### src/cpu_config.svh
`ifndef CPU_CONFIG_SVH
`define CPU_CONFIG_SVH

// ***********************************************************
// Datapath sizing
// ***********************************************************

// Datapath width.
`define WORD_SIZE 16

// Register file depth.
`define NUM_REGS 4

// Register address width.
`define REG_ADDR_BITS 2

// Immediate field width.
`define IMM_BITS 8

`endif

### src/isa_pkg.sv
`default_nettype none

`include "cpu_config.svh"

package isa_pkg;

    // ***********************************************************
    // Opcodes
    // ***********************************************************
    typedef enum logic [3:0] {
        OP_ADI   = 4'd4,
        OP_ORI   = 4'd5,
        OP_LHI   = 4'd6,
        OP_ALU_R = 4'd15
    } opcode_t;

    // R-type function codes.
    typedef enum logic [5:0] {
        FN_ADD = 6'd0,
        FN_SUB = 6'd1,
        FN_AND = 6'd2,
        FN_ORR = 6'd3,
        FN_NOT = 6'd4,
        FN_TCP = 6'd5,
        FN_SHL = 6'd6,
        FN_SHR = 6'd7,
        FN_WWD = 6'd28,
        FN_HLT = 6'd29
    } func_t;

    // Field overlay of one instruction word.
    // The immediate shares bits 7..0 with rd and func.
    typedef struct packed {
        opcode_t                     opcode; // 15..12
        logic [`REG_ADDR_BITS-1:0]   rs;     // 11..10
        logic [`REG_ADDR_BITS-1:0]   rt;     // 9..8
        logic [`REG_ADDR_BITS-1:0]   rd;     // 7..6
        func_t                       func;   // 5..0
    } instr_t;

endpackage

`default_nettype wire

### src/pipe_pkg.sv
`default_nettype none

`include "cpu_config.svh"

package pipe_pkg;

    // ***********************************************************
    // ALU operations
    // ***********************************************************
    typedef enum logic [3:0] {
        ALU_ADD = 4'd0,
        ALU_SUB = 4'd1,
        ALU_AND = 4'd2,
        ALU_ORR = 4'd3,
        ALU_NOT = 4'd4,
        ALU_TCP = 4'd5,
        ALU_SHL = 4'd6,
        ALU_SHR = 4'd7,
        ALU_ORI = 4'd8,  // OR with zero-extended immediate.
        ALU_LHI = 4'd9   // Pass operand B.
    } alu_op_t;

    // ***********************************************************
    // Pipeline payloads
    // ***********************************************************

    // Decoded instruction, ID to EX.
    typedef struct packed {
        logic [`REG_ADDR_BITS-1:0] rs;
        logic [`REG_ADDR_BITS-1:0] rt;
        logic [`WORD_SIZE-1:0]     op_a;
        logic [`WORD_SIZE-1:0]     op_b;
        logic [`WORD_SIZE-1:0]     imm;      // Already extended.
        logic [`REG_ADDR_BITS-1:0] dest;
        alu_op_t                   alu_op;
        logic                      use_imm;
        logic                      reg_write;
        logic                      is_wwd;
        logic                      is_halt;
    } id_ex_t;

    // Executed instruction, EX to WB.
    typedef struct packed {
        logic [`WORD_SIZE-1:0]     result;
        logic [`REG_ADDR_BITS-1:0] dest;
        logic                      reg_write;
        logic                      is_wwd;
        logic                      is_halt;
    } ex_wb_t;

endpackage

`default_nettype wire

### src/instr_decoder.sv
`timescale 1ns/1ps
`default_nettype none

`include "cpu_config.svh"

module instr_decoder (
    input  isa_pkg::instr_t                instr,
    input  logic [`WORD_SIZE-1:0]          rdata_a,
    input  logic [`WORD_SIZE-1:0]          rdata_b,
    output logic [`REG_ADDR_BITS-1:0]      raddr_a,
    output logic [`REG_ADDR_BITS-1:0]      raddr_b,
    output pipe_pkg::id_ex_t               decoded
);

    import isa_pkg::*;
    import pipe_pkg::*;

    logic [`IMM_BITS-1:0] imm8;

    assign imm8    = instr[`IMM_BITS-1:0]; // Overlays rd and func.
    assign raddr_a = instr.rs;
    assign raddr_b = instr.rt;

    always_comb begin
        decoded           = '0;
        decoded.rs        = instr.rs;
        decoded.rt        = instr.rt;
        decoded.op_a      = rdata_a;
        decoded.op_b      = rdata_b;
        decoded.dest      = instr.rd;
        decoded.alu_op    = ALU_ADD;

        case (instr.opcode)
            OP_ALU_R: begin
                case (instr.func)
                    FN_ADD: begin decoded.alu_op = ALU_ADD; decoded.reg_write = 1'b1; end
                    FN_SUB: begin decoded.alu_op = ALU_SUB; decoded.reg_write = 1'b1; end
                    FN_AND: begin decoded.alu_op = ALU_AND; decoded.reg_write = 1'b1; end
                    FN_ORR: begin decoded.alu_op = ALU_ORR; decoded.reg_write = 1'b1; end
                    FN_NOT: begin decoded.alu_op = ALU_NOT; decoded.reg_write = 1'b1; end
                    FN_TCP: begin decoded.alu_op = ALU_TCP; decoded.reg_write = 1'b1; end
                    FN_SHL: begin decoded.alu_op = ALU_SHL; decoded.reg_write = 1'b1; end
                    FN_SHR: begin decoded.alu_op = ALU_SHR; decoded.reg_write = 1'b1; end
                    FN_WWD: decoded.is_wwd  = 1'b1;
                    FN_HLT: decoded.is_halt = 1'b1;
                    default: ;                     // Unknown func is a no-op.
                endcase
            end
            OP_ADI: begin
                decoded.alu_op    = ALU_ADD;
                decoded.use_imm   = 1'b1;
                decoded.reg_write = 1'b1;
                decoded.dest      = instr.rt;
                decoded.imm       = {{(`WORD_SIZE-`IMM_BITS){imm8[`IMM_BITS-1]}}, imm8};
            end
            OP_ORI: begin
                decoded.alu_op    = ALU_ORI;
                decoded.use_imm   = 1'b1;
                decoded.reg_write = 1'b1;
                decoded.dest      = instr.rt;
                decoded.imm       = {{(`WORD_SIZE-`IMM_BITS){1'b0}}, imm8};
            end
            OP_LHI: begin
                decoded.alu_op    = ALU_LHI;
                decoded.use_imm   = 1'b1;
                decoded.reg_write = 1'b1;
                decoded.dest      = instr.rt;
                decoded.imm       = {imm8, {(`WORD_SIZE-`IMM_BITS){1'b0}}}; // High byte.
            end
            default: ;
        endcase
    end

endmodule

`default_nettype wire

### src/reg_file.sv
`timescale 1ns/1ps
`default_nettype none

`include "cpu_config.svh"

module reg_file (
    input  logic                          clk,
    input  logic                          reset_n,
    input  logic [`REG_ADDR_BITS-1:0]     raddr_a,
    input  logic [`REG_ADDR_BITS-1:0]     raddr_b,
    output logic [`WORD_SIZE-1:0]         rdata_a,
    output logic [`WORD_SIZE-1:0]         rdata_b,
    input  logic                          we,
    input  logic [`REG_ADDR_BITS-1:0]     waddr,
    input  logic [`WORD_SIZE-1:0]         wdata
);

    logic [`WORD_SIZE-1:0] regs [`NUM_REGS];

    always_ff @(posedge clk) begin
        if (reset_n) begin
            for (int i = 0; i < `NUM_REGS; i++) begin
                regs[i] <= '0;
            end
        end else if (we) begin
            regs[waddr] <= wdata;
        end
    end

    // Write-through so a same-cycle reader sees the new value.
    assign rdata_a = (we && waddr == raddr_a) ? wdata : regs[raddr_a];
    assign rdata_b = (we && waddr == raddr_b) ? wdata : regs[raddr_b];

endmodule

`default_nettype wire

### src/pipe_stage_reg.sv
`timescale 1ns/1ps
`default_nettype none

module pipe_stage_reg #(
    parameter type payload_t = logic
) (
    input  logic     clk,
    input  logic     reset_n,
    input  logic     load,
    input  logic     bubble,
    input  payload_t d,
    output payload_t q,
    output logic     q_valid
);

    // Bubble wins over load.
    always_ff @(posedge clk) begin
        if (reset_n || bubble) begin
            q_valid <= 1'b0;
            q       <= '0;
        end else if (load) begin
            q_valid <= 1'b1;
            q       <= d;
        end
    end

endmodule

`default_nettype wire

### src/execute_stage.sv
`timescale 1ns/1ps
`default_nettype none

`include "cpu_config.svh"

module execute_stage (
    input  logic             clk,
    input  logic             reset_n,
    input  pipe_pkg::id_ex_t id_ex,
    input  logic             id_ex_valid,
    input  pipe_pkg::ex_wb_t ex_wb,
    input  logic             ex_wb_valid,
    output pipe_pkg::ex_wb_t result,
    output logic             result_valid
);

    import pipe_pkg::*;

    logic                  wb_writes;
    logic [`WORD_SIZE-1:0] op_a;
    logic [`WORD_SIZE-1:0] fwd_b;
    logic [`WORD_SIZE-1:0] op_b;
    logic [`WORD_SIZE-1:0] alu_out;
    logic                  halted;

    // ***********************************************************
    // Forwarding from EX/WB
    // ***********************************************************
    assign wb_writes = ex_wb_valid && ex_wb.reg_write;
    assign op_a  = (wb_writes && ex_wb.dest == id_ex.rs) ? ex_wb.result : id_ex.op_a;
    assign fwd_b = (wb_writes && ex_wb.dest == id_ex.rt) ? ex_wb.result : id_ex.op_b;
    assign op_b  = id_ex.use_imm ? id_ex.imm : fwd_b;

    always_comb begin
        case (id_ex.alu_op)
            ALU_ADD: alu_out = op_a + op_b;
            ALU_SUB: alu_out = op_a - op_b;
            ALU_AND: alu_out = op_a & op_b;
            ALU_ORR: alu_out = op_a | op_b;
            ALU_NOT: alu_out = ~op_a;
            ALU_TCP: alu_out = ~op_a + 1'b1;
            ALU_SHL: alu_out = op_a << 1;
            ALU_SHR: alu_out = $signed(op_a) >>> 1; // Keeps the sign bit.
            ALU_ORI: alu_out = op_a | op_b;
            ALU_LHI: alu_out = op_b;
            default: alu_out = '0;
        endcase
    end

    always_comb begin
        result.result    = id_ex.is_wwd ? op_a : alu_out; // WWD outputs rs.
        result.dest      = id_ex.dest;
        result.reg_write = id_ex.reg_write;
        result.is_wwd    = id_ex.is_wwd;
        result.is_halt   = id_ex.is_halt;
    end

    // ***********************************************************
    // Halt
    // ***********************************************************
    always_ff @(posedge clk) begin
        if (reset_n) begin
            halted <= 1'b0;
        end else if (id_ex_valid && id_ex.is_halt) begin
            halted <= 1'b1;   // Sticky until reset.
        end
    end

    // The HLT itself passes; everything behind it is dropped.
    assign result_valid = id_ex_valid && !halted;

endmodule

`default_nettype wire

### src/exec_slice_top.sv
`timescale 1ns/1ps
`default_nettype none

`include "cpu_config.svh"

module exec_slice_top (
    input  logic                  clk,
    input  logic                  reset_n,
    input  isa_pkg::instr_t       instr,
    input  logic                  instr_valid,
    input  logic                  flush,
    output logic [`WORD_SIZE-1:0] out_port,
    output logic                  out_valid,
    output logic                  done
);

    import pipe_pkg::*;

    logic [`REG_ADDR_BITS-1:0] raddr_a;
    logic [`REG_ADDR_BITS-1:0] raddr_b;
    logic [`WORD_SIZE-1:0]     rdata_a;
    logic [`WORD_SIZE-1:0]     rdata_b;
    id_ex_t                    decoded;
    id_ex_t                    id_ex_q;
    logic                      id_ex_valid;
    ex_wb_t                    ex_result;
    logic                      ex_result_valid;
    ex_wb_t                    ex_wb_q;
    logic                      ex_wb_valid;
    logic                      wb_we;
    logic                      halt_in_wb;

    // ***********************************************************
    // Decode and register read
    // ***********************************************************
    instr_decoder u_decoder (
        .instr   (instr),
        .rdata_a (rdata_a),
        .rdata_b (rdata_b),
        .raddr_a (raddr_a),
        .raddr_b (raddr_b),
        .decoded (decoded)
    );

    reg_file u_reg_file (
        .clk     (clk),
        .reset_n (reset_n),
        .raddr_a (raddr_a),
        .raddr_b (raddr_b),
        .rdata_a (rdata_a),
        .rdata_b (rdata_b),
        .we      (wb_we),
        .waddr   (ex_wb_q.dest),
        .wdata   (ex_wb_q.result)
    );

    pipe_stage_reg #(.payload_t(id_ex_t)) id_ex_reg (
        .clk     (clk),
        .reset_n (reset_n),
        .load    (instr_valid),
        .bubble  (flush || !instr_valid),
        .d       (decoded),
        .q       (id_ex_q),
        .q_valid (id_ex_valid)
    );

    // ***********************************************************
    // Execute and writeback
    // ***********************************************************
    execute_stage u_execute (
        .clk          (clk),
        .reset_n      (reset_n),
        .id_ex        (id_ex_q),
        .id_ex_valid  (id_ex_valid),
        .ex_wb        (ex_wb_q),
        .ex_wb_valid  (ex_wb_valid),
        .result       (ex_result),
        .result_valid (ex_result_valid)
    );

    // A halted entry is held so done stays up.
    pipe_stage_reg #(.payload_t(ex_wb_t)) ex_wb_reg (
        .clk     (clk),
        .reset_n (reset_n),
        .load    (ex_result_valid),
        .bubble  (!ex_result_valid && !halt_in_wb),
        .d       (ex_result),
        .q       (ex_wb_q),
        .q_valid (ex_wb_valid)
    );

    assign halt_in_wb = ex_wb_valid && ex_wb_q.is_halt;
    assign wb_we      = ex_wb_valid && ex_wb_q.reg_write;
    assign out_port   = ex_wb_q.result;
    assign out_valid  = ex_wb_valid && ex_wb_q.is_wwd;
    assign done       = halt_in_wb;

endmodule

`default_nettype wire

### config.mk
export PLATFORM = sky130hd
export DESIGN_NAME = exec_slice_top
export DESIGN_NICKNAME = d
export VERILOG_FILES = /design/src/isa_pkg.sv /design/src/pipe_pkg.sv /design/src/instr_decoder.sv /design/src/reg_file.sv /design/src/pipe_stage_reg.sv /design/src/execute_stage.sv /design/src/exec_slice_top.sv
export VERILOG_INCLUDE_DIRS = /design/src
export SDC_FILE = /design/constraint.sdc
export NUM_CORES = 1
export LEC_CHECK = 0
export BUFFER_PORTS_ARGS = -buffer_cell sky130_fd_sc_hd__buf_4
export CAP_MARGIN = 0
export CORE_MARGIN = 2
export CORE_UTILIZATION = 37
export CTS_BUF_LIST = sky130_fd_sc_hd__clkbuf_16
export DETAILED_ROUTE_END_ITERATION = 7
export PLACE_DENSITY = 0.5
export SLEW_MARGIN = 20
export SYNTH_ARGS = -nofsm -noshare
export SYNTH_HDL_FRONTEND = slang
export SYNTH_SLANG_ARGS = --single-unit
### constraint.sdc
create_clock -name clk -period 7.3 [get_ports clk]
set_input_delay 0.73 -clock clk [delete_from_list [all_inputs] [get_ports clk]]
set_output_delay 0.73 -clock clk [all_outputs]
set_load 0.1 [all_outputs]
After elaboration in Yosys (flattened, before gate mapping)
Memory sizes are Yosys's and may differ from the RTL's. A register that Yosys moved wholly into a read port is not among the register bits.
Cells that the tools add are included.
- add/sub/neg operators: 3
- equality and inequality tests: 24
- mux-type cells: 22
- bitwise logic cells: 3
- reductions and logical operators: 21
- operator list (operator ; count):
    case mux 16 bit (9 select lines) ; 1
    two-way mux 16 bit ; 5
    case mux 18 bit (3 select lines) ; 1
    == test 4 x 3 -> 1 bit (second input constant) ; 7
    == test 6 x 3 -> 1 bit (second input constant) ; 4
    case mux 3 bit (7 select lines) ; 1
    adder 16 x 1 -> 16 bit (second input constant) ; 1
    adder 16 bit ; 1
    bitwise AND 16 bit ; 1
    NOT 16 bit ; 1
    OR 16 bit ; 1
    OR reduction 16 bit ; 1
    subtractor 16 bit ; 1
    == test 4 bit (second input constant) ; 3
    == test 6 x 2 -> 1 bit (second input constant) ; 2
    == test 6 x 5 -> 1 bit (second input constant) ; 2
    case mux 4 bit (3 select lines) ; 1
    two-way mux 1 bit ; 10
    == test 4 x 2 -> 1 bit (second input constant) ; 2
    logical AND 1 bit ; 8
    OR reduction 8 bit ; 1
    == test 6 x 1 -> 1 bit (second input constant) ; 1
    zero test 6 bit ; 1
    == test 2 bit ; 2
    other kinds (8) ; 14
- bits in registers: 54
- memory bits (writable): 64
- input port bits: 20
- output and inout bits: 18
- logic and storage cells: 91
- memories kept: 1
- memory list (memory ; words ; bits a word ; rd ports ; clocked after memory_dff ; wr ports ; line ; RTL):
    u_reg_file.regs ; 4 ; 16 ; 2 ; 2 ; 4 ; reg_file.sv:18 ; logic [`WORD_SIZE-1:0] regs [`NUM_REGS];

Longest topological paths before layout
Gate-level depths: netlist of the first run.
- word-level depth: 7
- mapped depth: 19
- depth with buffers taken out: 18

By module
A second synthesis of the first run with hierarchy kept.
- cells, all modules: 1045
- area total of the unflattened synthesis: 10694.0 µm²
- by module, submodules not included (module ; instances ; cells each ; area an instance (µm²)):
    reg_file ; 1 ; 221 ; 3812.4
    execute_stage ; 1 ; 458 ; 3138.0
    pipe_stage_reg at id_ex_reg ; 1 ; 204 ; 2288.4
    pipe_stage_reg at ex_wb_reg ; 1 ; 72 ; 822.0
    instr_decoder ; 1 ; 85 ; 603.1
    exec_slice_top ; 1 ; 5 ; 30.0

Least setup slack after synthesis of the first run
No wires, ideal clock.
- path type: reg-to-reg
- start: reg id_ex_reg.q[59] (netlist name)
- end: reg ex_wb_reg.q[17] (netlist name)
- data arrival time: 3.871 ns
- required time: 7.168 ns
- slack: 3.298 ns
- stages on the path, launching flop included: 19
- path buffers: 1
- clock period less this slack: 4.002 ns
- path through: dfxtp_1 > xor2_2 > nor3_1 > buf_2 > mux2_2 > mux2i_1 > ha_1 > nor2_1 > xnor2_1 > ha_1 > nor2b_1 > o21a_1 > o21ai_0 > a211oi_1 > or2_2 > a31oi_1 > xnor2_1 > a221oi_1 > a211oi_1
- longest elaborated chain between the ends: 7
- elaborated cells between the ends (all ways): 10
- those cells by class: add/sub (2); eq/ne (1); mux (4); bitwise (2); reduce/logical (1)
- RTL lines (item ; line ; RTL):
    start: declaration ; pipe_stage_reg.sv:12 ; output payload_t q,
    start signal: assignment ; pipe_stage_reg.sv:20 ; q <= '0;
    start signal: assignment ; pipe_stage_reg.sv:23 ; q <= d;
    == test 2 bit (*) ; execute_stage.sv:31 ; assign fwd_b = (wb_writes && ex_wb.dest == id_ex.rt) ? ex_wb.result : id_ex.op_b;
    logical AND 1 bit (*) ; execute_stage.sv:31 ;
    two-way mux 16 bit (*) ; execute_stage.sv:31 ;
    two-way mux 16 bit (*) ; execute_stage.sv:32 ; assign op_b = id_ex.use_imm ? id_ex.imm : fwd_b;
    subtractor 16 bit (tied with other cells) ; execute_stage.sv:37 ; ALU_SUB: alu_out = op_a - op_b;
    case mux 16 bit (9 select lines) (*) ; execute_stage.sv:35 ; case (id_ex.alu_op)
    two-way mux 16 bit (*) ; execute_stage.sv:51 ; result.result = id_ex.is_wwd ? op_a : alu_out;
    end signal: assignment ; pipe_stage_reg.sv:20 ;
    end signal: assignment ; pipe_stage_reg.sv:23 ;
    end: declaration ; pipe_stage_reg.sv:12 ;
Mark *: on every way between the ends. The rest lies on a longest branch, timed or not.
A chain may end at the register's enable or synchronous reset.

Worst setup path in the final report of the first run
- start: reg ex_wb_reg.q[3] (netlist name)
- end: reg ex_wb_reg.q[20] (netlist name)
- longest elaborated chain between the ends: 7
- elaborated cells between the ends (all ways): 15
- those cells by class: add/sub (3); eq/ne (2); mux (5); bitwise (3); reduce/logical (2)
- RTL lines (item ; line):
    == test 2 bit (on tied branches) ; execute_stage.sv:31, execute_stage.sv:30
    logical AND 1 bit (on tied branches) ; execute_stage.sv:31, execute_stage.sv:30
    two-way mux 16 bit (on tied branches) ; execute_stage.sv:31, execute_stage.sv:30
    two-way mux 16 bit / NOT 16 bit (equally long branches) ; execute_stage.sv:32, execute_stage.sv:40, execute_stage.sv:41
    subtractor 16 bit (tied with other cells) ; execute_stage.sv:37
    case mux 16 bit (9 select lines) ; execute_stage.sv:35
    two-way mux 16 bit (*) ; execute_stage.sv:51
Marked as above.

==> impl_results.md, run 1 <==
- Final net count: 1005
- Setup_tns: 0 ps
- Adder-Cell Fraction of Synth Area: 2.84%
- Routed WL per cell: 22.7 µm
- CP Data Arrival Time: 5310 ps
- CTS tree: yes
- Fraction of synthesized area in multiplexers: 11.8%
- Register bit count reported by yosys: 150
- # setup viols final: 0
- RSZ-0062 raised after global routing: no
- Largest net degree at the start of global routing: 38
- First-pass GRT wire length: 45300 µm
- Buffers on Ports: 37
- CTS Hold Bufs: 0
- CTS clk-pin slew, worst paths: 70 ps
- Io pins: 38
- Minimum clock period: 4990 ps
- Ys Warns: 0
- Synth async-reset ratio: 0%
- Total Power: 2.12 mW
- Detailed Place HPWL: 20600 µm
- First-pass DRT Iterations: 7
- Max Freq: 0.201 GHz
- P per Cell Area: 209 mW/mm²
- Max Slew Vio Count: 0
- Cell count after synthesis: 965
- Simple-gate area share of the yosys netlist: 20.2%
- Sink Count: 150
- CTS buffer count: 17
- Outcome: finished clean
- Initial Util: 37.5%
- Initial antenna violation count: 0
- Post-CTS Resized: 0
- Die Height: 161 µm
- Via density: 5.80
- Top post-synthesis cells by count: 123 x nand2_1, 86 x dfxtp_1, 80 x a21oi_1, 80 x and2_1, 65 x nor2_1
- Ant diodes: 0
- Maximum VDD drop: 0.165 mV
- Syn Area/Cell: 9.40 µm²
- Worst Setup End Kind: flip-flop
- Final wirelength: 29500 µm
- Period utilization: 68.3%
- Worst-Skew Late Latency: 420 ps
- Top_reg_cell synth: dfxtp_1
- Number of global-route vias before repair: 7406
- Fin Hold WS: 436 ps
- Die width: 161 µm
- Dpl ws: 2440 ps
- Area after DPL: 0.00956 mm²
- EDFF count, synth: 64
- Routed Antenna Nets: 0
- # rows: 57
- Final WS setup: 2310 ps
- # H-tree levels: 4
- Distinct cells, synth: 63
- Core Box Area: 0.0242 mm²
- Max-cap violation count: 0
- Via count: 7554
- GRT Util Overall: 23.2%
- Cell taking the most area after synthesis: edfxtp_1
- Post-CTS Setup Repair Bufs: 0
- Startpoint Class: flip-flop
- Synth Cell Area: 0.00907 mm²
- Xor-xnor portion of the synthesized cell area: 3.84%
- CTS Buffer Depth: 2
- Final hold vios: 0
- Fin area: 0.0102 mm²
- Critical Path Fanout Max: 13
- Worst EP required: 7620 ps
- Clock Skew: 12.8 ps
- Worst Hold Class: reg2reg
- Post-synthesis compound-gate area fraction: 16.7%
- Tightest Pin Transition: 935 ps
- Synth top area share: 21.2%
- Area delta synth->final: 12.0%
- Slew Limit Headroom: 37.4%
- Critical path type: reg2reg
- Synth area leaders: edfxtp_1 21%, dfxtp_1 19%, mux4_2 7.9%
- CTS Root Buffer Type: clkbuf_16
- Most numerous cell in the Yosys netlist: nand2_1
- Routability congestion estimate: 0.907
- Die area: 0.0258 mm²
- Congestion Overflow GR: 0
- Sequential fraction of the synthesis area: 40.2%
- Leakage: 3.76 nW
- Net Count, Synth: 1005
- DRC viols: 0
- DRT iter0 DRCs: 788
- Layout cells sized above 1: 14.8%
- Largest family of logic cells by synthesized area: simple AND/OR/NAND/NOR gates
==> area by class of cell <==
type                    instances  area, µm²
flip-flops and latches        150       3640
fillers                      2368      14000
clock inverters                15        175
well taps                     324        405
clock buffers                  17        425
inverters                      18       67.6
multi-input cells             727       5060
repair buffers                 51        383
==> where the power goes <==
part | internal, mW | switching [mW] | leakage, nW
combinational | 0.124 | 0.177 | 2.12
sequential | 0.891 | 0.0125 | 1.36
clock | 0.541 | 0.378 | 0.290
total | 1.56 | 0.568 | 3.76
==> state kept, by name, indices dropped and copies added, names as in the netlist <==
register	cells
u_reg_file.regs	64
ex_wb_reg.q_valid	1
ex_wb_reg.q	21
id_ex_reg.q	62
u_execute.halted	1
id_ex_reg.q_valid	1
==> layer usage <==
metal	global-route usage (%)	up-vias	wire length, µm
met5	0	-	0
met4	8.27	0	875
met3	4.26	58	1890
met2	36.4	320	13500
met1	32.3	3631	13200
li1	-	3545	-
==> metrics by stage <==
step | std cells | util [%]
detailed placement | 1270 | 39.5
global placement | 1270 | 39.5
global route | 1302 | 42.0
finish | 1302 | 42.0
CTS | 1302 | 42.0
floorplan | 965 | -
==> critical path: stages (launching register included) <==
cell     delay (ps)
dfxtp_1         670
xor2_2          240
nor3_1          180
buf_4           240
mux2_2          370
mux2i_1         350
ha_1            290
nand3_1         180
o21ai_0         280
xor2_1          110
ha_1            280
nor3_1          250
nand2_1          70
o21ai_0         330
o31ai_1         200
a21oi_1         220
o21ai_0         100
a21oi_1         200
xnor2_1          90
o41ai_1         230
==> placed cells by master, fill, tap and decap left out, types with 4 or more instances in the layout <==
cell / synthesis / layout
clkinv_1: 1 / 4
xnor2_1: 20 / 20
and2_1: 80 / 80
a222oi_1: 11 / 11
o21a_1: 7 / 7
xor2_1: 16 / 16
mux2_2: 14 / 14
nor2_1: 65 / 65
buf_4: 16 / 51
nand2_1: 123 / 123
ha_1: 19 / 19
nand2b_1: 11 / 11
mux2i_1: 19 / 19
dfxtp_1: 86 / 86
a22oi_1: 10 / 10
nor2b_1: 7 / 7
o2111ai_1: 4 / 4
nand3_1: 10 / 10
o21ai_0: 49 / 49
clkbuf_16: 0 / 17
mux4_2: 32 / 32
nand4_1: 10 / 10
or3_1: 6 / 6
a31oi_1: 14 / 14
a221oi_1: 12 / 12
a21o_1: 4 / 4
nor3_1: 14 / 14
or2_2: 6 / 6
a211oi_1: 9 / 9
edfxtp_1: 64 / 64
inv_1: 17 / 17
o31ai_1: 13 / 13
nor4_1: 8 / 7
a21oi_1: 80 / 80
and3_1: 10 / 10
==> cell families (layout without fill, tap and decap cells) <==
logic type,count (synthesis),count (layout)
fa+ha+maj,20,20
buf+inv,88,101
simple gates,366,366
flops,150,150
xor+xnor,38,38
mux,65,65
compound gates,238,238
==> worst paths after layout <==
kind | from | endpoint | slack [ps] | depth (start not counted)
worst min-delay path | id_ex_reg.q[2] | ex_wb_reg.q[2] | 440 | 2
worst max register to register | ex_wb_reg.q[3] | ex_wb_reg.q[20] | 2310 | 19
worst min register to register | id_ex_reg.q[2] | ex_wb_reg.q[2] | 440 | 2
worst max-delay path | ex_wb_reg.q[3] | ex_wb_reg.q[20] | 2310 | 19
No activity file was read; power rests on OpenSTA's default activity.
==> inputs of run 2 (changes only) <==
--- a/config.mk
+++ b/config.mk
@@ -6,6 +6,7 @@
 export SDC_FILE = /design/constraint.sdc
 export NUM_CORES = 1
 export LEC_CHECK = 0
+export ABC_AREA = 1
 export BUFFER_PORTS_ARGS = -buffer_cell sky130_fd_sc_hd__buf_4
 export CAP_MARGIN = 0
 export CORE_MARGIN = 2
==> constraint.sdc (replaced) <==
create_clock -name clk -period 4.65 [get_ports clk]
set_input_delay 0.465 -clock clk [delete_from_list [all_inputs] [get_ports clk]]
set_output_delay 0.465 -clock clk [all_outputs]
set_load 0.1 [all_outputs]
==> run 2 against run 1 <==
Against the previous run:
- total power increased by 61%
- die area increased by 7.6%
- via count increased by 25%
- sequential power increased by 56%
- sequential share of layout area decreased by 2.0 points
- critical path depth increased by 4
- critical endpoint is now ex_wb_reg.q[16]
- cell count increased by 31%
- global-route usage increased by 0.14 points
- combinational power increased by 86%
- worst setup slack got worse by 1900 ps
- flip-flop and latch count unchanged
==> impl_results.md, run 2 <==
- Outcome: finished clean (unchanged)
- Syn Area/Cell: 7.07 µm² (was 9.40 µm²)
- Reg2reg end: ex_wb_reg.q[16] (was ex_wb_reg.q[20])
- First-pass DRT Iterations: 5 (was 7)
- Detailed Place HPWL: 22800 µm (was 20600 µm)
- Via count: 9409 (was 7554)
- Final net count: 1404 (was 1005)
- Net Count, Synth: 1422 (was 1005)
- Synth Cell Area: 0.00978 mm² (was 0.00907 mm²)
- Register area: 0.00364 mm² (unchanged)
- Sink Count: 150 (unchanged)
- Top Registers: u_reg_file.regs (64), id_ex_reg.q (62), ex_wb_reg.q (21) (unchanged)
- Via density: 5.50 (was 5.80)
- Routed WL per cell: 18.9 µm (was 22.7 µm)
- Startpoint Class: flip-flop (unchanged)
- Worst Hold Class: in2reg (was reg2reg)
- CTS Buffer Depth: 2 (unchanged)
- Setup_tns: 0 ps (unchanged)
- Layout cells sized above 1: 9.66% (was 14.8%)
- Worst EP required: 4950 ps (was 7620 ps)
- # setup viols final: 0 (unchanged)
- Most numerous cell in the Yosys netlist: nand2_1 (unchanged)
- Worst R2R Start: ex_wb_reg.q_valid (was ex_wb_reg.q[3])
- Number of global-route vias before repair: 8971 (was 7406)
- Critical Path Fanout Max: 18 (was 13)
- Die Height: 167 µm (was 161 µm)
- # H-tree levels: 4 (unchanged)
- Initial Util: 37.6% (was 37.5%)
- Max reg flops: 64 (unchanged)
- Slew Limit Headroom: 14.8% (was 37.4%)
- Maximum VDD drop: 0.186 mV (was 0.165 mV)
- DRT iter0 DRCs: 1033 (was 788)
- Routed Antenna Nets: 0 (unchanged)
- Cell count after synthesis: 1382 (was 965)
- Fin area: 0.0108 mm² (was 0.0102 mm²)
- Multi-input gate area: 0.00510 mm² (was 0.00506 mm²)
- Distinct cells, synth: 49 (was 63)
- Final hold vios: 0 (unchanged)
- Register bit count reported by yosys: 150 (unchanged)
- Period utilization: 90.3% (was 68.3%)
- Ant diodes: 0 (unchanged)
- Die area: 0.0277 mm² (was 0.0258 mm²)
- R2R depth: 23 (was 19)
- Fill count: 2793 (was 2368)
- CTS clk-pin slew, worst paths: 60 ps (was 70 ps)
- # rows: 59 (was 57)
- P per Cell Area: 318 mW/mm² (was 209 mW/mm²)
- CP Data Arrival Time: 4490 ps (was 5310 ps)
- Most frequent cells in the layout: 293 x nand2_1, 153 x inv_1, 140 x a21oi_1 (was 123 x nand2_1, 86 x dfxtp_1, 80 x and2_1, 80 x a21oi_1, 65 x nor2_1)
- CTS buffer count: 17 (unchanged)
- Worst Hold Depth: 2 (unchanged)
- CTS tree: yes (unchanged)
- EDFF count, synth: 64 (unchanged)
- Congestion Overflow GR: 0 (unchanged)
- Die width: 167 µm (was 161 µm)
- Clock Skew: 16.6 ps (was 12.8 ps)
- Top post-synthesis cells by count: 293 x nand2_1, 150 x inv_1, 140 x a21oi_1, 131 x nor2_1, 99 x o21ai_0 (was 123 x nand2_1, 86 x dfxtp_1, 80 x a21oi_1, 80 x and2_1, 65 x nor2_1)
- Worst-Skew Late Latency: 430 ps (was 420 ps)
- RSZ-0062 raised after global routing: no (unchanged)
- Synth async-reset ratio: 0% (unchanged)
- Routability congestion estimate: 0.925 (was 0.907)
- GRT Util Overall: 23.4% (was 23.2%)
- Buffers on Ports: 37 (unchanged)
- Area after DPL: 0.0102 mm² (was 0.00956 mm²)
- Cell taking the most area after synthesis: edfxtp_1 (unchanged)
- Ys Warns: 0 (unchanged)
- First-pass GRT wire length: 51200 µm (was 45300 µm)
- Synth area leaders: edfxtp_1 20%, dfxtp_1 18%, nand2_1 11% (was edfxtp_1 21%, dfxtp_1 19%, mux4_2 7.9%)
- Synth top area share: 19.7% (was 21.2%)
- Hold endpoint: u_execute.halted (was ex_wb_reg.q[2])
- Max Freq: 0.238 GHz (was 0.201 GHz)
- Minimum clock period: 4200 ps (was 4990 ps)
- Largest net degree at the start of global routing: 79 (was 38)
- Tightest Pin Transition: 1270 ps (was 935 ps)
- Hold_sp: reset_n (was id_ex_reg.q[2])
- Initial antenna violation count: 1 (was 0)
- Top_reg_cell synth: dfxtp_1 (unchanged)
- Finished Core Util: 41.4% (was 42.0%)
- Leakage: 4.27 nW (was 3.76 nW)
- Register bank with the most flops: u_reg_file.regs (unchanged)
- Final wirelength: 32400 µm (was 29500 µm)
- Sequential fraction of the synthesis area: 37.3% (was 40.2%)
- CTS Root Buffer Type: clkbuf_16 (unchanged)
- DRC viols: 0 (unchanged)
- Total Power: 3.42 mW (was 2.12 mW)
- Max Slew Vio Count: 0 (unchanged)
- Core Box Area: 0.0260 mm² (was 0.0242 mm²)
- Critical path type: reg2reg (unchanged)
- Max-cap violation count: 0 (unchanged)
- Commonest non-fill, non-tap cell in the layout: nand2_1 (unchanged)
- Worst Setup End Kind: flip-flop (unchanged)
- Io pins: 38 (unchanged)
- Area delta synth->final: 10.1% (was 12.0%)
- Register-to-Register Setup Slack: 450 ps (was 2310 ps)
## run 2: cell types whose count changed after synthesis, moves of 50 or more
cell     previous run  this run
nor2_1             65       131
nand2_1           123       293
inv_1              17       150
a21oi_1            80       140
and2_1             80         0
o21ai_0            49        99
nand3_1            10        63
## run 2: final cells by class
| class | count | area share, % |
|---|---|---|
| multi-input cells | 982 | 47.4 |
| repair buffers | 52 | 3.63 |
| flip-flops and latches | 150 | 33.8 |
| clock buffers | 18 | 4.18 |
| clock inverters | 14 | 1.46 |
| inverters | 161 | 5.64 |
| well taps | 335 | 3.89 |
## run 2: how the worst max path moves through the flow
stage	cells past startpoint	start	end
6_report	23	ex_wb_reg.q_valid	ex_wb_reg.q[16]
5_1_grt	26	ex_wb_reg.q_valid	ex_wb_reg.q[20]
4_1_cts	23	ex_wb_reg.q_valid	ex_wb_reg.q[16]
3_5_place_dp	23	ex_wb_reg.q_valid	ex_wb_reg.q[16]
3_3_place_gp	23	ex_wb_reg.q_valid	ex_wb_reg.q[16]
2_1_floorplan	26	ex_wb_reg.q[3]	ex_wb_reg.q[16]
## run 2: through the flow
step | setup WS [ps] | cells | hold WS (ps)
4_1_cts | 305 | 1712 | 257
2_1_floorplan | 1020 | 1382 | 429
3_3_place_gp | 438 | 1680 | 443
3_5_place_dp | 334 | 1680 | 447
6_report | 453 | 1712 | 273
5_1_grt | 6.82 | 1712 | 275
## run 2: cells by family after synthesis
kind of cell               share of synthesized area (%)
AOI/OAI and AO/OA                                   23.0
xor gates and xnor gates                            2.03
adders and majority gates                           2.64
buffers and inverters                               10.6
DFF                                                 37.3
and+or+nand+nor                                     24.5
## run 2: worst max-delay path, stage by stage, from the launching register on
cell	delay, ps
dfxtp_1	370
nand2_1	120
inv_4	200
nand3_4	210
o211ai_1	290
nand2_1	160
inv_1	140
ha_1	180
inv_1	50
nor3_2	230
nor2_1	80
xor2_1	170
ha_1	360
a21oi_1	160
inv_1	50
a31oi_1	240
o21ai_1	220
a21oi_1	300
xor2_1	190
nor2_1	50
nor2_1	90
nand2_1	60
a21oi_1	120
nor2_1	50
## run 2: per-layer routing
layer	routed length, µm	part of all wire, %	vias up	GRT usage [%]
met5	17	0.052	-	0
met4	1050	3.2	2	8.28
met3	1750	5.4	59	3.83
met2	14600	45	286	37.0
met1	15000	46	4423	32.3
li1	-	-	4639	-
## run 2: repair_timing
item / in CTS / in global routing
endpoints found under the setup margin: 0 / 7
hold buffers: 0 / 0
setup buffers: 0 / 0
resized for setup: 0 / 4
## run 2: where the power goes
group          switching [mW]  internal (mW)  leakage, nW
sequential             0.0136           1.40         1.35
clock                   0.576          0.873        0.314
combinational           0.374          0.185         2.60
==> inputs of run 3 (changes only) <==
--- a/config.mk
+++ b/config.mk
@@ -9,11 +9,13 @@
 export ABC_AREA = 1
 export BUFFER_PORTS_ARGS = -buffer_cell sky130_fd_sc_hd__buf_4
 export CAP_MARGIN = 0
+export CELL_PAD_IN_SITES_DETAIL_PLACEMENT = 1
+export CELL_PAD_IN_SITES_GLOBAL_PLACEMENT = 1
 export CORE_MARGIN = 2
 export CORE_UTILIZATION = 37
 export CTS_BUF_LIST = sky130_fd_sc_hd__clkbuf_16
 export DETAILED_ROUTE_END_ITERATION = 7
-export PLACE_DENSITY = 0.5
+export PLACE_DENSITY = 0.65
 export SLEW_MARGIN = 20
 export SYNTH_ARGS = -nofsm -noshare
 export SYNTH_HDL_FRONTEND = slang
==> run 3 against run 2 <==
Against the previous run:
- sequential power about the same
- flip-flop and latch count stayed put
- fmax increased by 1.8%
- total power is 1.1% higher
- clock-buffer cell count shrank 1
- combinational power grew 1%
- clock power barely moved
- utilization increased by 0.13 points
- die area unchanged
- cell count grew 0.23%
- worst setup slack improved by 72 ps
- design area rose by 0.31%
- highest routed layer is now met4
==> impl_results.md, run 3 (synthesized netlist as in run 2, its figures left out) <==
- # H-tree levels: 4 (unchanged)
- Dpl ws: 250 ps (was 334 ps)
- Final wirelength: 34500 µm (was 32400 µm)
- Register bank with the most flops: u_reg_file.regs (unchanged)
- Finished Layout Cells: 1716 (was 1712)
- Most frequent cells in the layout: 293 x nand2_1, 150 x inv_1, 139 x a21oi_1 (was 293 x nand2_1, 153 x inv_1, 140 x a21oi_1)
- Maximum VDD drop: 0.192 mV (was 0.186 mV)
- CTS clk-pin slew, worst paths: 70 ps (was 60 ps)
- Routability congestion estimate: 0.874 (was 0.925)
- DRT iter0 DRCs: 558 (was 1033)
- Sink Count: 150 (unchanged)
- P per Cell Area: 320 mW/mm² (was 318 mW/mm²)
- CTS tree: yes (unchanged)
- Largest net degree at the start of global routing: 79 (unchanged)
- Fill count: 3355 (was 2793)
- First-pass DRT Iterations: 5 (unchanged)
- Max-cap violation count: 0 (unchanged)
- Met3 usage in global routing: 3.28% (was 3.83%)
- Via count: 9588 (was 9409)
- Outcome: finished clean (unchanged)
- Initial antenna violation count: 0 (was 1)
- Finished Core Util: 41.6% (was 41.4%)
- Leakage: 4.26 nW (was 4.27 nW)
- Register-to-Register Setup Slack: 530 ps (was 450 ps)
- Setup_tns: 0 ps (unchanged)
- DRC viols: 0 (unchanged)
- Hold_sp: reset_n (unchanged)
- Startpoint Class: flip-flop (unchanged)
- Dpl cells: 1682 (was 1680)
- Worst Setup End Kind: flip-flop (unchanged)
- RSZ-0062 raised after global routing: no (unchanged)
- Total Power: 3.46 mW (was 3.42 mW)
- Register area: 0.00364 mm² (unchanged)
- Met1 Use GR: 34.0% (was 32.3%)
- # setup viols final: 0 (unchanged)
- Max Slew Vio Count: 0 (unchanged)
- CTS Buffer Depth: 2 (unchanged)
- Ant diodes: 0 (unchanged)
- Minimum clock period: 4120 ps (was 4200 ps)
- Clock Skew: 20.1 ps (was 16.6 ps)
- Congestion Overflow GR: 0 (unchanged)
- Top Registers: u_reg_file.regs (64), id_ex_reg.q (62), ex_wb_reg.q (21) (unchanged)
- Die Height: 167 µm (unchanged)
- Routed Antenna Nets: 0 (unchanged)
- Final WS setup: 526 ps (was 453 ps)
- Core Box Area: 0.0260 mm² (unchanged)
- Worst Hold Depth: 2 (unchanged)
- Via density: 5.59 (was 5.50)
- Setup crit start: ex_wb_reg.q_valid (unchanged)
- CTS buffer count: 17 (unchanged)
- Multi-input gate area: 0.00510 mm² (about the same)
- Critical path type: reg2reg (unchanged)
- Critical Path Fanout Max: 18 (unchanged)
- Slew Limit Headroom: 33.1% (was 14.8%)
- Worst-Skew Late Latency: 440 ps (was 430 ps)
- # rows: 59 (unchanged)
- Worst R2R Start: ex_wb_reg.q_valid (unchanged)
- Buffers on Ports: 37 (unchanged)
- Worst EP required: 5000 ps (was 4950 ps)
- R2R depth: 26 (was 23)
- Max reg flops: 64 (unchanged)
- GRT Util Overall: 25.0% (was 23.4%)
- Commonest non-fill, non-tap cell in the layout: nand2_1 (unchanged)
- Die area: 0.0277 mm² (unchanged)
- Die width: 167 µm (unchanged)
- First-pass GRT wire length: 54800 µm (was 51200 µm)
- CP Data Arrival Time: 4480 ps (was 4490 ps)
- Detailed Place HPWL: 24700 µm (was 22800 µm)
- Worst Hold Class: in2reg (unchanged)
- Layout cells sized above 1: 10.2% (was 9.66%)
- Tightest Pin Transition: 1000 ps (was 1270 ps)
- Final hold vios: 0 (unchanged)
- Period utilization: 88.7% (was 90.3%)
- CTS Root Buffer Type: clkbuf_16 (unchanged)
- Max Freq: 0.242 GHz (was 0.238 GHz)
- Final net count: 1408 (was 1404)
- Area delta synth->final: 10.5% (was 10.1%)
- Hold endpoint: u_execute.halted (unchanged)
- Initial Util: 37.6% (unchanged)
- Number of global-route vias before repair: 9679 (was 8971)
- Reg2reg end: ex_wb_reg.q[20] (was ex_wb_reg.q[16])
- Io pins: 38 (unchanged)
- Global route hottest layer: met2 (unchanged)
- Routed WL per cell: 20.1 µm (was 18.9 µm)
- Met2 Usage GRT: 42.2% (was 37.0%)
==> run 3: changes by cell type in the layout (fill, tap and decap cells not counted), sizes merged <==
cell      delta
buf          +4
clkinvlp     +3
clkbuf       -1
bufinv       -1
inv          -1
==> run 3: worst max path at each step <==
stage | to | slack [ps] | cells after the start
5_1_grt | ex_wb_reg.q[20] | 7 | 24
2_1_floorplan | ex_wb_reg.q[16] | 1020 | 26
3_5_place_dp | ex_wb_reg.q[16] | 250 | 23
4_1_cts | ex_wb_reg.q[16] | 220 | 23
6_report | ex_wb_reg.q[20] | 530 | 26
3_3_place_gp | ex_wb_reg.q[16] | 410 | 23
==> run 3: layout make-up <==
class	instances	share of cell area, %
Clock buffer	17	3.94
Clock inverter	15	1.73
Inverter	161	5.61
Multi-Input combinational cell	982	47.2
Sequential cell	150	33.7
Tap cell	335	3.88
Timing Repair Buffer	56	3.89
==> run 3: routing by layer <==
| metal | up-vias | part of all wire (%) | routed length (µm) |
|---|---|---|---|
| li1 | 4649 | - | - |
| met1 | 4671 | 47 | 16100 |
| met2 | 233 | 47 | 16300 |
| met3 | 35 | 4.4 | 1520 |
| met4 | 0 | 1.7 | 589 |
| met5 | - | 0 | 0 |
==> run 3: power by group <==
group / switching, mW / internal, mW / total [mW]
Sequential: 0.0138 / 1.40 / 1.41
Combinational: 0.380 / 0.186 / 0.566
Clock: 0.663 / 0.817 / 1.48
==> run 3: per-stage QoR <==
step | area [µm²] | hold WS [ps]
6_report | 10800 | 260
5_1_grt | 10800 | 269
4_1_cts | 10800 | 252
3_5_place_dp | 10200 | 444
3_3_place_gp | 10200 | 443
2_1_floorplan | 9780 | 429
==> run 3: worst max-delay path, stage by stage, from the launching register on <==
cell and delay, ps:
dfxtp_1 360, nand2_1 90, clkinv_2 230, nand3_4 160
o211ai_1 210, nand2_1 150, inv_1 140, ha_1 180
inv_1 50, nor3_2 240, nand3_1 160, nor2_1 210
nand2_1 80, nand2_1 90, xnor2_1 140, ha_1 300
a21oi_1 150, o21ai_0 140, nand2_1 90, o311ai_0 110
a31oi_1 230, inv_1 60, nand2_1 70, nand3_1 80
nand2_1 100, nand2_1 70, a21oi_2 140
==> run 3: repair_timing <==
| action | in CTS | in global routing |
|---|---|---|
| buffers inserted | 0 | 2 |
| gates resized for setup | 0 | 3 |
| endpoints found under the setup margin | 0 | 7 |
| hold buffers | 0 | 0 |
